### src/hdl/mips_isa_pkg.sv
// ####################################################################
// instruction-set constants and field types of the integer subset
// import into the decoder, the execute stage and the testbench
// ####################################################################

package mips_isa_pkg;

    // data, address and register index widths
    localparam int WORD_W    = 32;
    localparam int REG_IDX_W = 5;

    typedef logic [WORD_W-1:0]    word_t;
    typedef logic [REG_IDX_W-1:0] reg_idx_t;

    // jal always links into r31
    localparam reg_idx_t LINK_REG = 5'd31;
    // no delay slot, so the next instruction is one word on
    localparam word_t    PC_STEP  = 32'd4;

    // opcodes, instr[31:26]
    localparam logic [5:0] OP_RTYPE  = 6'h00;
    localparam logic [5:0] OP_REGIMM = 6'h01;
    localparam logic [5:0] OP_J      = 6'h02;
    localparam logic [5:0] OP_JAL    = 6'h03;
    localparam logic [5:0] OP_BEQ    = 6'h04;
    localparam logic [5:0] OP_BNE    = 6'h05;
    localparam logic [5:0] OP_BLEZ   = 6'h06;
    localparam logic [5:0] OP_BGTZ   = 6'h07;
    localparam logic [5:0] OP_ADDI   = 6'h08;
    localparam logic [5:0] OP_ADDIU  = 6'h09;
    localparam logic [5:0] OP_SLTI   = 6'h0a;
    localparam logic [5:0] OP_SLTIU  = 6'h0b;
    localparam logic [5:0] OP_ANDI   = 6'h0c;
    localparam logic [5:0] OP_ORI    = 6'h0d;
    localparam logic [5:0] OP_XORI   = 6'h0e;
    localparam logic [5:0] OP_LUI    = 6'h0f;

    // R-type function codes, instr[5:0]
    localparam logic [5:0] FN_SLL  = 6'h00;
    localparam logic [5:0] FN_SRL  = 6'h02;
    localparam logic [5:0] FN_SRA  = 6'h03;
    localparam logic [5:0] FN_JR   = 6'h08;
    localparam logic [5:0] FN_JALR = 6'h09;
    localparam logic [5:0] FN_ADD  = 6'h20;
    localparam logic [5:0] FN_ADDU = 6'h21;
    localparam logic [5:0] FN_SUB  = 6'h22;
    localparam logic [5:0] FN_SUBU = 6'h23;
    localparam logic [5:0] FN_AND  = 6'h24;
    localparam logic [5:0] FN_OR   = 6'h25;
    localparam logic [5:0] FN_XOR  = 6'h26;
    localparam logic [5:0] FN_NOR  = 6'h27;
    localparam logic [5:0] FN_SLT  = 6'h2a;
    localparam logic [5:0] FN_SLTU = 6'h2b;

    // REGIMM selector in the rt field
    localparam reg_idx_t RT_BLTZ = 5'h00;
    localparam reg_idx_t RT_BGEZ = 5'h01;

endpackage

### src/hdl/exec_ctrl_pkg.sv
// ####################################################################
// control encodings passed from decode to execute and writeback
// ####################################################################

package exec_ctrl_pkg;

    // ALU operation, picked by decode
    typedef enum logic [3:0] {
        ALU_ADD,
        ALU_SUB,
        ALU_AND,
        ALU_OR,
        ALU_XOR,
        ALU_NOR,
        ALU_SLL,
        ALU_SRL,
        ALU_SRA,
        ALU_LUI,
        ALU_SLT,
        ALU_SLTU
    } alu_op_t;

    // branch kind, resolved in execute
    // nine kinds, so the field needs four bits
    typedef enum logic [3:0] {
        BR_NONE,
        BR_J,
        BR_REG,
        BR_EQ,
        BR_NE,
        BR_LEZ,
        BR_GTZ,
        BR_GEZ,
        BR_LTZ
    } br_kind_t;

    // second ALU operand: rt value or extended immediate
    typedef enum logic {
        SRC_B_RT,
        SRC_B_IMM
    } src_b_t;

endpackage

### src/hdl/mips_decode.sv
// ####################################################################
// decode stage that accepts one request and splits the instruction
// into fields and control, registered for the execute stage
// ####################################################################

module mips_decode (
    input  logic                    clk,
    input  logic                    i_reset,
    input  logic                    i_req,
    input  mips_isa_pkg::word_t     i_instr,
    input  mips_isa_pkg::word_t     i_pc,
    input  mips_isa_pkg::word_t     i_rs_val,
    input  mips_isa_pkg::word_t     i_rt_val,
    input  logic                    i_idle,
    output logic                    o_valid,
    output mips_isa_pkg::word_t     o_pc,
    output mips_isa_pkg::word_t     o_a,
    output mips_isa_pkg::word_t     o_b,
    output mips_isa_pkg::word_t     o_imm,
    output logic [4:0]              o_shamt,
    output exec_ctrl_pkg::alu_op_t  o_alu_op,
    output exec_ctrl_pkg::src_b_t   o_src_b,
    output exec_ctrl_pkg::br_kind_t o_br_kind,
    output mips_isa_pkg::reg_idx_t  o_target,
    output logic                    o_reg_write,
    output logic                    o_link,
    output logic                    o_ovf_en,
    output logic                    o_illegal
);
    import mips_isa_pkg::*;
    import exec_ctrl_pkg::*;

    // instruction fields
    logic [5:0] op;
    logic [5:0] funct;
    reg_idx_t   rt_idx;
    reg_idx_t   rd_idx;
    word_t      imm_sext;
    word_t      imm_zext;

    // decoded control ahead of the stage register
    alu_op_t    alu_op;
    src_b_t     src_b;
    br_kind_t   br_kind;
    reg_idx_t   target;
    word_t      imm;
    logic       reg_write;
    logic       link;
    logic       ovf_en;
    logic       illegal;

    logic       accept;
    logic       accepted_q;

    assign op       = i_instr[31:26];
    assign funct    = i_instr[5:0];
    assign rt_idx   = i_instr[20:16];
    assign rd_idx   = i_instr[15:11];
    assign imm_sext = {{16{i_instr[15]}}, i_instr[15:0]};
    assign imm_zext = {16'h0000, i_instr[15:0]};

    // skip the cycle right after an accept
    // since writeback only learns of it two cycles later
    assign accept = i_req && i_idle && !accepted_q;

    always_comb begin
        alu_op    = ALU_ADD;
        src_b     = SRC_B_IMM;
        br_kind   = BR_NONE;
        target    = rt_idx;
        imm       = imm_sext;
        reg_write = 1'b1;
        link      = 1'b0;
        ovf_en    = 1'b0;
        illegal   = 1'b0;
        case (op)
            OP_RTYPE: begin
                src_b  = SRC_B_RT;
                target = rd_idx;
                case (funct)
                    FN_SLL:  alu_op = ALU_SLL;
                    FN_SRL:  alu_op = ALU_SRL;
                    FN_SRA:  alu_op = ALU_SRA;
                    FN_ADD:  ovf_en = 1'b1;
                    FN_ADDU: alu_op = ALU_ADD;
                    FN_SUB: begin
                        alu_op = ALU_SUB;
                        ovf_en = 1'b1;
                    end
                    FN_SUBU: alu_op = ALU_SUB;
                    FN_AND:  alu_op = ALU_AND;
                    FN_OR:   alu_op = ALU_OR;
                    FN_XOR:  alu_op = ALU_XOR;
                    FN_NOR:  alu_op = ALU_NOR;
                    FN_SLT:  alu_op = ALU_SLT;
                    FN_SLTU: alu_op = ALU_SLTU;
                    FN_JR: begin
                        br_kind   = BR_REG;
                        reg_write = 1'b0;
                    end
                    // jalr links into rd
                    FN_JALR: begin
                        br_kind = BR_REG;
                        link    = 1'b1;
                    end
                    default: illegal = 1'b1;
                endcase
            end
            OP_REGIMM: begin
                reg_write = 1'b0;
                if (rt_idx == RT_BGEZ) begin
                    br_kind = BR_GEZ;
                end else if (rt_idx == RT_BLTZ) begin
                    br_kind = BR_LTZ;
                end else begin
                    illegal = 1'b1;
                end
            end
            // jump index rides in the immediate field
            OP_J, OP_JAL: begin
                br_kind   = BR_J;
                imm       = {6'b000000, i_instr[25:0]};
                reg_write = (op == OP_JAL);
                link      = (op == OP_JAL);
                target    = LINK_REG;
            end
            OP_BEQ:   br_kind = BR_EQ;
            OP_BNE:   br_kind = BR_NE;
            OP_BLEZ:  br_kind = BR_LEZ;
            OP_BGTZ:  br_kind = BR_GTZ;
            OP_ADDI:  ovf_en  = 1'b1;
            OP_ADDIU: alu_op  = ALU_ADD;
            OP_SLTI:  alu_op  = ALU_SLT;
            OP_SLTIU: alu_op  = ALU_SLTU;
            OP_ANDI: begin
                alu_op = ALU_AND;
                imm    = imm_zext;
            end
            OP_ORI: begin
                alu_op = ALU_OR;
                imm    = imm_zext;
            end
            OP_XORI: begin
                alu_op = ALU_XOR;
                imm    = imm_zext;
            end
            OP_LUI:   alu_op = ALU_LUI;
            default:  illegal = 1'b1;
        endcase
        // conditional branches never write a register
        if (op inside {OP_BEQ, OP_BNE, OP_BLEZ, OP_BGTZ}) begin
            reg_write = 1'b0;
        end
        // reserved encodings fall through to pc+4 with no write
        if (illegal) begin
            br_kind   = BR_NONE;
            reg_write = 1'b0;
            link      = 1'b0;
            ovf_en    = 1'b0;
        end
    end

    always_ff @(posedge clk) begin
        if (i_reset) begin
            o_valid    <= 1'b0;
            accepted_q <= 1'b0;
        end else begin
            o_valid    <= accept;
            accepted_q <= accept;
        end
    end

    // fields are held until the next accept because writeback reads o_pc late
    always_ff @(posedge clk) begin
        if (accept) begin
            o_pc        <= i_pc;
            o_a         <= i_rs_val;
            o_b         <= i_rt_val;
            o_imm       <= imm;
            o_shamt     <= i_instr[10:6];
            o_alu_op    <= alu_op;
            o_src_b     <= src_b;
            o_br_kind   <= br_kind;
            o_target    <= target;
            o_reg_write <= reg_write;
            o_link      <= link;
            o_ovf_en    <= ovf_en;
            o_illegal   <= illegal;
        end
    end

    // each valid pulse stands alone with no other pulse in the two cycles before it
    // the second cycle back relies on writeback going busy in time
    a_valid_pulse: assert property (@(posedge clk) disable iff (i_reset)
        o_valid |-> !$past(o_valid) && !$past(o_valid, 2));

endmodule

### src/hdl/mips_execute.sv
// ####################################################################
// execute stage: ALU, overflow check and branch resolution, registered
// ####################################################################

module mips_execute (
    input  logic                    clk,
    input  logic                    i_reset,
    input  logic                    i_valid,
    input  mips_isa_pkg::word_t     i_pc,
    input  mips_isa_pkg::word_t     i_a,
    input  mips_isa_pkg::word_t     i_b,
    input  mips_isa_pkg::word_t     i_imm,
    input  logic [4:0]              i_shamt,
    input  exec_ctrl_pkg::alu_op_t  i_alu_op,
    input  exec_ctrl_pkg::src_b_t   i_src_b,
    input  exec_ctrl_pkg::br_kind_t i_br_kind,
    input  mips_isa_pkg::reg_idx_t  i_target,
    input  logic                    i_reg_write,
    input  logic                    i_link,
    input  logic                    i_ovf_en,
    input  logic                    i_illegal,
    output logic                    o_valid,
    output mips_isa_pkg::word_t     o_value,
    output mips_isa_pkg::word_t     o_next_pc,
    output mips_isa_pkg::reg_idx_t  o_target,
    output logic                    o_reg_write,
    output logic                    o_link,
    output logic                    o_overflow,
    output logic                    o_illegal
);
    import mips_isa_pkg::*;
    import exec_ctrl_pkg::*;

    word_t b_op;
    word_t sum;
    word_t diff;
    word_t alu_res;
    logic  ovf;
    logic  overflow;

    word_t pc_plus4;
    word_t br_pc;
    word_t j_pc;
    word_t next_pc;
    logic  taken;

    assign b_op = (i_src_b == SRC_B_IMM) ? i_imm : i_b;
    assign sum  = i_a + b_op;
    assign diff = i_a - b_op;

    always_comb begin
        case (i_alu_op)
            ALU_SUB:  alu_res = diff;
            ALU_AND:  alu_res = i_a & b_op;
            ALU_OR:   alu_res = i_a | b_op;
            ALU_XOR:  alu_res = i_a ^ b_op;
            ALU_NOR:  alu_res = ~(i_a | b_op);
            // shifts act on rt by shamt
            ALU_SLL:  alu_res = b_op << i_shamt;
            ALU_SRL:  alu_res = b_op >> i_shamt;
            ALU_SRA:  alu_res = $signed(b_op) >>> i_shamt;
            ALU_LUI:  alu_res = {b_op[15:0], 16'h0000};
            ALU_SLT:  alu_res = {31'd0, $signed(i_a) < $signed(b_op)};
            ALU_SLTU: alu_res = {31'd0, i_a < b_op};
            default:  alu_res = sum;
        endcase
    end

    // signed overflow: operand signs agree (add) or differ (sub)
    // and the result sign differs from a
    always_comb begin
        if (i_alu_op == ALU_SUB) begin
            ovf = (i_a[31] != b_op[31]) && (diff[31] != i_a[31]);
        end else begin
            ovf = (i_a[31] == b_op[31]) && (sum[31] != i_a[31]);
        end
    end
    assign overflow = i_ovf_en && ovf;

    // branch targets, no delay slot
    assign pc_plus4 = i_pc + PC_STEP;
    assign br_pc    = pc_plus4 + {i_imm[29:0], 2'b00};
    assign j_pc     = {i_pc[31:28], i_imm[25:0], 2'b00};

    // conditions look at rs, and at rt for eq/ne
    always_comb begin
        case (i_br_kind)
            BR_EQ:   taken = (i_a == i_b);
            BR_NE:   taken = (i_a != i_b);
            BR_LEZ:  taken = i_a[31] || (i_a == '0);
            BR_GTZ:  taken = !i_a[31] && (i_a != '0);
            BR_GEZ:  taken = !i_a[31];
            BR_LTZ:  taken = i_a[31];
            default: taken = 1'b0;
        endcase
        if (i_br_kind == BR_J) begin
            next_pc = j_pc;
        end else if (i_br_kind == BR_REG) begin
            next_pc = i_a;
        end else begin
            next_pc = taken ? br_pc : pc_plus4;
        end
    end

    always_ff @(posedge clk) begin
        if (i_reset) begin
            o_valid <= 1'b0;
        end else begin
            o_valid <= i_valid;
        end
    end

    always_ff @(posedge clk) begin
        if (i_valid) begin
            o_value     <= alu_res;
            o_next_pc   <= next_pc;
            o_target    <= i_target;
            // overflowing add/sub must not reach the register file
            o_reg_write <= i_reg_write && !overflow;
            o_link      <= i_link;
            o_overflow  <= overflow;
            o_illegal   <= i_illegal;
        end
    end

endmodule

### src/hdl/mips_writeback.sv
// ####################################################################
// writeback stage: picks the result, holds outputs and drives o_ack
// ####################################################################

module mips_writeback (
    input  logic                   clk,
    input  logic                   i_reset,
    input  logic                   i_valid,
    input  mips_isa_pkg::word_t    i_value,
    input  mips_isa_pkg::word_t    i_next_pc,
    input  mips_isa_pkg::word_t    i_pc,
    input  mips_isa_pkg::reg_idx_t i_target,
    input  logic                   i_reg_write,
    input  logic                   i_link,
    input  logic                   i_overflow,
    input  logic                   i_illegal,
    input  logic                   i_req,
    output logic                   o_idle,
    output logic                   o_ack,
    output mips_isa_pkg::word_t    o_result,
    output mips_isa_pkg::word_t    o_next_pc,
    output mips_isa_pkg::reg_idx_t o_target_reg,
    output logic                   o_reg_write,
    output logic                   o_overflow,
    output logic                   o_illegal
);
    import mips_isa_pkg::*;

    word_t link_pc;
    logic  idle_q;

    // jal/jalr return address
    assign link_pc = i_pc + PC_STEP;

    // drop idle already while the result is on its way in
    assign o_idle = idle_q && !i_valid;

    // four-phase: ack up on capture, down once req is seen low
    always_ff @(posedge clk) begin
        if (i_reset) begin
            o_ack  <= 1'b0;
            idle_q <= 1'b1;
        end else if (i_valid) begin
            o_ack  <= 1'b1;
            idle_q <= 1'b0;
        end else if (o_ack && !i_req) begin
            o_ack  <= 1'b0;
            idle_q <= 1'b1;
        end
    end

    always_ff @(posedge clk) begin
        if (i_valid) begin
            o_result     <= i_link ? link_pc : i_value;
            o_next_pc    <= i_next_pc;
            o_target_reg <= i_target;
            o_reg_write  <= i_reg_write;
            o_overflow   <= i_overflow;
            o_illegal    <= i_illegal;
        end
    end

    // an ack only ever answers a pending request
    a_ack_needs_req: assert property (@(posedge clk) disable iff (i_reset)
        $rose(o_ack) |-> i_req);

endmodule

### src/hdl/exec_unit_top.sv
// ####################################################################
// single-instruction execute unit, decode -> execute -> writeback
// ####################################################################

module exec_unit_top (
    input  logic                   clk,
    input  logic                   i_reset,
    input  logic                   i_req,
    input  mips_isa_pkg::word_t    i_instr,
    input  mips_isa_pkg::word_t    i_pc,
    input  mips_isa_pkg::word_t    i_rs_val,
    input  mips_isa_pkg::word_t    i_rt_val,
    output logic                   o_ack,
    output mips_isa_pkg::word_t    o_result,
    output mips_isa_pkg::word_t    o_next_pc,
    output mips_isa_pkg::reg_idx_t o_target_reg,
    output logic                   o_reg_write,
    output logic                   o_overflow,
    output logic                   o_illegal
);
    import mips_isa_pkg::*;
    import exec_ctrl_pkg::*;

    // decode -> execute
    logic     dec_valid;
    word_t    dec_pc;
    word_t    dec_a;
    word_t    dec_b;
    word_t    dec_imm;
    logic [4:0] dec_shamt;
    alu_op_t  dec_alu_op;
    src_b_t   dec_src_b;
    br_kind_t dec_br_kind;
    reg_idx_t dec_target;
    logic     dec_reg_write;
    logic     dec_link;
    logic     dec_ovf_en;
    logic     dec_illegal;

    // execute -> writeback
    logic     exe_valid;
    word_t    exe_value;
    word_t    exe_next_pc;
    reg_idx_t exe_target;
    logic     exe_reg_write;
    logic     exe_link;
    logic     exe_overflow;
    logic     exe_illegal;

    // writeback -> decode
    logic     wb_idle;

    mips_decode u_decode (
        .clk         (clk),
        .i_reset     (i_reset),
        .i_req       (i_req),
        .i_instr     (i_instr),
        .i_pc        (i_pc),
        .i_rs_val    (i_rs_val),
        .i_rt_val    (i_rt_val),
        .i_idle      (wb_idle),
        .o_valid     (dec_valid),
        .o_pc        (dec_pc),
        .o_a         (dec_a),
        .o_b         (dec_b),
        .o_imm       (dec_imm),
        .o_shamt     (dec_shamt),
        .o_alu_op    (dec_alu_op),
        .o_src_b     (dec_src_b),
        .o_br_kind   (dec_br_kind),
        .o_target    (dec_target),
        .o_reg_write (dec_reg_write),
        .o_link      (dec_link),
        .o_ovf_en    (dec_ovf_en),
        .o_illegal   (dec_illegal)
    );

    mips_execute u_execute (
        .clk         (clk),
        .i_reset     (i_reset),
        .i_valid     (dec_valid),
        .i_pc        (dec_pc),
        .i_a         (dec_a),
        .i_b         (dec_b),
        .i_imm       (dec_imm),
        .i_shamt     (dec_shamt),
        .i_alu_op    (dec_alu_op),
        .i_src_b     (dec_src_b),
        .i_br_kind   (dec_br_kind),
        .i_target    (dec_target),
        .i_reg_write (dec_reg_write),
        .i_link      (dec_link),
        .i_ovf_en    (dec_ovf_en),
        .i_illegal   (dec_illegal),
        .o_valid     (exe_valid),
        .o_value     (exe_value),
        .o_next_pc   (exe_next_pc),
        .o_target    (exe_target),
        .o_reg_write (exe_reg_write),
        .o_link      (exe_link),
        .o_overflow  (exe_overflow),
        .o_illegal   (exe_illegal)
    );

    // decode holds its pc until the next accept, so it serves the link value
    mips_writeback u_writeback (
        .clk          (clk),
        .i_reset      (i_reset),
        .i_valid      (exe_valid),
        .i_value      (exe_value),
        .i_next_pc    (exe_next_pc),
        .i_pc         (dec_pc),
        .i_target     (exe_target),
        .i_reg_write  (exe_reg_write),
        .i_link       (exe_link),
        .i_overflow   (exe_overflow),
        .i_illegal    (exe_illegal),
        .i_req        (i_req),
        .o_idle       (wb_idle),
        .o_ack        (o_ack),
        .o_result     (o_result),
        .o_next_pc    (o_next_pc),
        .o_target_reg (o_target_reg),
        .o_reg_write  (o_reg_write),
        .o_overflow   (o_overflow),
        .o_illegal    (o_illegal)
    );

endmodule

### config.mk
export PLATFORM = sky130hd
export DESIGN_NAME = exec_unit_top
export DESIGN_NICKNAME = d
export VERILOG_FILES = /design/src/hdl/mips_isa_pkg.sv /design/src/hdl/exec_ctrl_pkg.sv /design/src/hdl/mips_decode.sv /design/src/hdl/mips_execute.sv /design/src/hdl/mips_writeback.sv /design/src/hdl/exec_unit_top.sv
export SDC_FILE = /design/constraint.sdc
export NUM_CORES = 1
export LEC_CHECK = 0
export BUFFER_PORTS_ARGS = -buffer_cell sky130_fd_sc_hd__buf_2
export CAP_MARGIN = 20
export CORE_UTILIZATION = 30
export DETAILED_ROUTE_END_ITERATION = 7
export GPL_ROUTABILITY_DRIVEN = 0
export PLACE_DENSITY = 0.5
export SYNTH_ARGS = -nofsm -noshare
export SYNTH_HDL_FRONTEND = slang
export SYNTH_SLANG_ARGS = --single-unit
### constraint.sdc
create_clock -name clk -period 37.8 [get_ports clk]
set_input_delay 11.34 -clock clk [delete_from_list [all_inputs] [get_ports clk]]
set_output_delay 11.34 -clock clk [all_outputs]
set_load 0.05 [all_outputs]
==> flow_metrics.py <==
metrics = {
    "yosys": {
        "syn_nets": 2783,
        "synth_edf_count": 286,
        "synth_area_sq_um": 23570,
        "synth_cells": 2493,
        "synth_area_leaders": "edfxtp_1 (36%), ha_1 (8.3%), mux2i_1 (5.5%), a21oi_1 (5.0%), mux4_2 (3.6%)",
        "yosys_warnings": 0,
        "seq_area_frac_synth_pct": 36.78,
        "yosysUniqueCellTypes": 87,
        "yosysTopAreaCell": "edfxtp_1",
        "ys_ff_latch": 290,
        "netlist.area_leader.share_pct": 36.44,
        "ys.flop_type": "edfxtp_1",
        "async_flop_share_pct": 0,
        "synth_area_per_cell_sq_um": 9.455,
    },
    "timing": {
        "tns_ps": 0,
        "hold_viol": 0,
        "clock_skew_ps": 43.15,
        "max-slew-margin-rel_pct": 23.12,
        "finalCritPeriodShare_pct": 34.90,
        "setup_viol": 0,
        "worst_slack_ps": 24610,
        "tightest_slew_ps": 1121,
        "fin_crit_ps": 13190,
        "rsz0062_at_grt": "false",
        "fmax_ghz": 0.07580,
        "drv_slew": 0,
    },
    "route": {
        "drc": 0,
        "vias": 21190,
        "ant_nets": 0,
        "drt_iter0_drc": 2557,
        "vias_per_cell": 5.735,
        "drt_first_pass_iters": 6,
        "post_drt_wl_per_cell_microns": 26.17,
        "postRouteWirelength_mm": 96.69,
    },
    "finish": {
        "final_cell_mix": "edfxtp_1 (286), a21oi_1 (236), nand2_1 (213), nor2_1 (210), buf_2 (203)",
        "final_cells": 3694,
        "drive_gt1_share_pct": 15.92,
        "syn_to_final_growth_pct": 13.12,
        "final_common_cell": "edfxtp_1",
        "nets": 2916,
        "fin_area_sq_um": 26660,
    },
    "clock_tree": {
        "clock-root-buffer": "clkbuf_16",
        "cts_tree": "built",
        "hold_buffers": 0,
        "cts_buffer_depth": 3,
        "numCtsBuffers": 31,
        "path_clk_slew_ps": 60,
        "htreeDepth": 1,
        "worstSkewPairLatency_ps": 610,
        "cts_resized": 0,
        "cts.sinks": 290,
        "post_cts_buffers": 0,
    },
    "status": {
        "status": "finished, final reports clean",
    },
    "global_routing": {
        "grt_max_degree": 76,
        "grt_pass1_vias": 19770,
        "grt_pass1_wl_mm": 136.5,
        "grt_overflow": 0,
        "antenna_found_initial": 4,
        "track_usage_pct": 23.36,
    },
    "floorplanning": {
        "coreArea_sq_um": 77590,
        "ioPinCount": 204,
        "num_rows": 102,
        "dieArea_sq_um": 79690,
        "die_h_microns": 282.3,
        "die_x_microns": 282.3,
        "start_util_pct": 30.38,
    },
    "pwr": {
        "irDropWorstVdd_mv": 0.03295,
        "power.total_mw": 1.071,
        "p_per_area_nw_per_um2": 40.15,
        "total_leakage_power_nw": 10.47,
    },
    "placement": {
        "dp.cells": 3632,
        "dp_hpwl_mm": 74.28,
        "portBuffers": 203,
        "pre_cts_ws_ps": 23970,
        "postPlaceCellArea_sq_um": 25550,
    },
    "worst_setup_path": {
        "worstSetupEndpointType": "flip-flop",
        "required_ps": 38020,
        "crit_type": "in2reg",
        "crit_path_start_kind": "primary input",
        "reg2reg_depth": 14,
        "path_max_fanout": 74,
        "arrival_ps": 13420,
    },
    "min_path": {
        "hp-class": "reg2reg",
        "hold_depth": 0,
    },
    "job": {
        "maxCapViolCount": 0,
    },
}
==> layer usage <==
layer | share of wire (%) | wire length [microns] | global-route usage, % | up-vias
li1 | - | - | - | 9542
met1 | 41 | 39550 | 30.67 | 10290
met2 | 44 | 42360 | 35.56 | 1146
met3 | 10 | 9666 | 6.137 | 210
met4 | 5.3 | 5089 | 11.16 | 2
met5 | 0.013 | 13 | 0 | -
==> layout make-up <==
type / instances / area (sq um)
fill: 8069 / 50930
clock buffer: 33 / 783.3
antenna: 3 / 7.507
sequential: 290 / 8676
timing repair buffer: 246 / 1351
clock inverter: 25 / 304.0
tap: 1040 / 1301
inverter: 149 / 559.3
multi-input combinational: 1908 / 13680
==> stage by stage <==
step / hold WS, ps / util (%)
final: 417.9 / 34.36
after detailed placement: 404.5 / 32.93
after CTS: 419.1 / 34.33
after global placement: 403.3 / 32.93
after global routing: 430.7 / 34.35
after floorplan: 400.3 / -
==> final timing paths <==
path                         startpoint                          end  slack (ps)
hold / removal    u_execute.o_target[2]  u_writeback.o_target_reg[2]         420
hold reg to reg   u_execute.o_target[2]  u_writeback.o_target_reg[2]         420
setup reg to reg       u_decode.o_src_b         u_execute.o_value[0]       31630
setup / recovery                  i_req             u_decode.o_a[11]       24610
==> cell families (layout without fill, tap and decap cells) <==
| logic type | Yosys count | in the layout | share of synthesized area (%) |
|---|---|---|---|
| buffers and inverters | 295 | 453 | 5.367 |
| xor gates and xnor gates | 126 | 126 | 4.682 |
| other | 0 | 3 | 0 |
| DFF | 290 | 290 | 36.78 |
| muxes | 218 | 218 | 11.61 |
| adders and majority gates | 159 | 159 | 8.536 |
| and+or+nand+nor | 671 | 671 | 13.20 |
| AOI/OAI and AO/OA | 734 | 734 | 19.83 |
==> critical path, stage by stage <==
cell and delay [ps]:
buf_2 90, inv_1 50, nor4b_2 200, buf_4 740, buf_4 840
==> power breakdown <==
group / switching, mW / internal [mW]
Sequential: 0.0334 / 0.383
Combinational: 0.210 / 0.117
Clock: 0.135 / 0.192
==> cell usage after synthesis (all sizes together), types with 42 or more instances <==
| cell type | count |
|---|---|
| ha | 156 |
| xnor2 | 87 |
| nand2 | 213 |
| buf | 63 |
| inv | 149 |
| mux2i | 133 |
| o21ai | 179 |
| mux2 | 47 |
| nor3 | 42 |
| nand3 | 43 |
| nor2 | 211 |
| a21oi | 237 |
| clkbuf | 83 |
| edfxtp | 286 |
No activity file was read; power rests on OpenSTA's default activity.
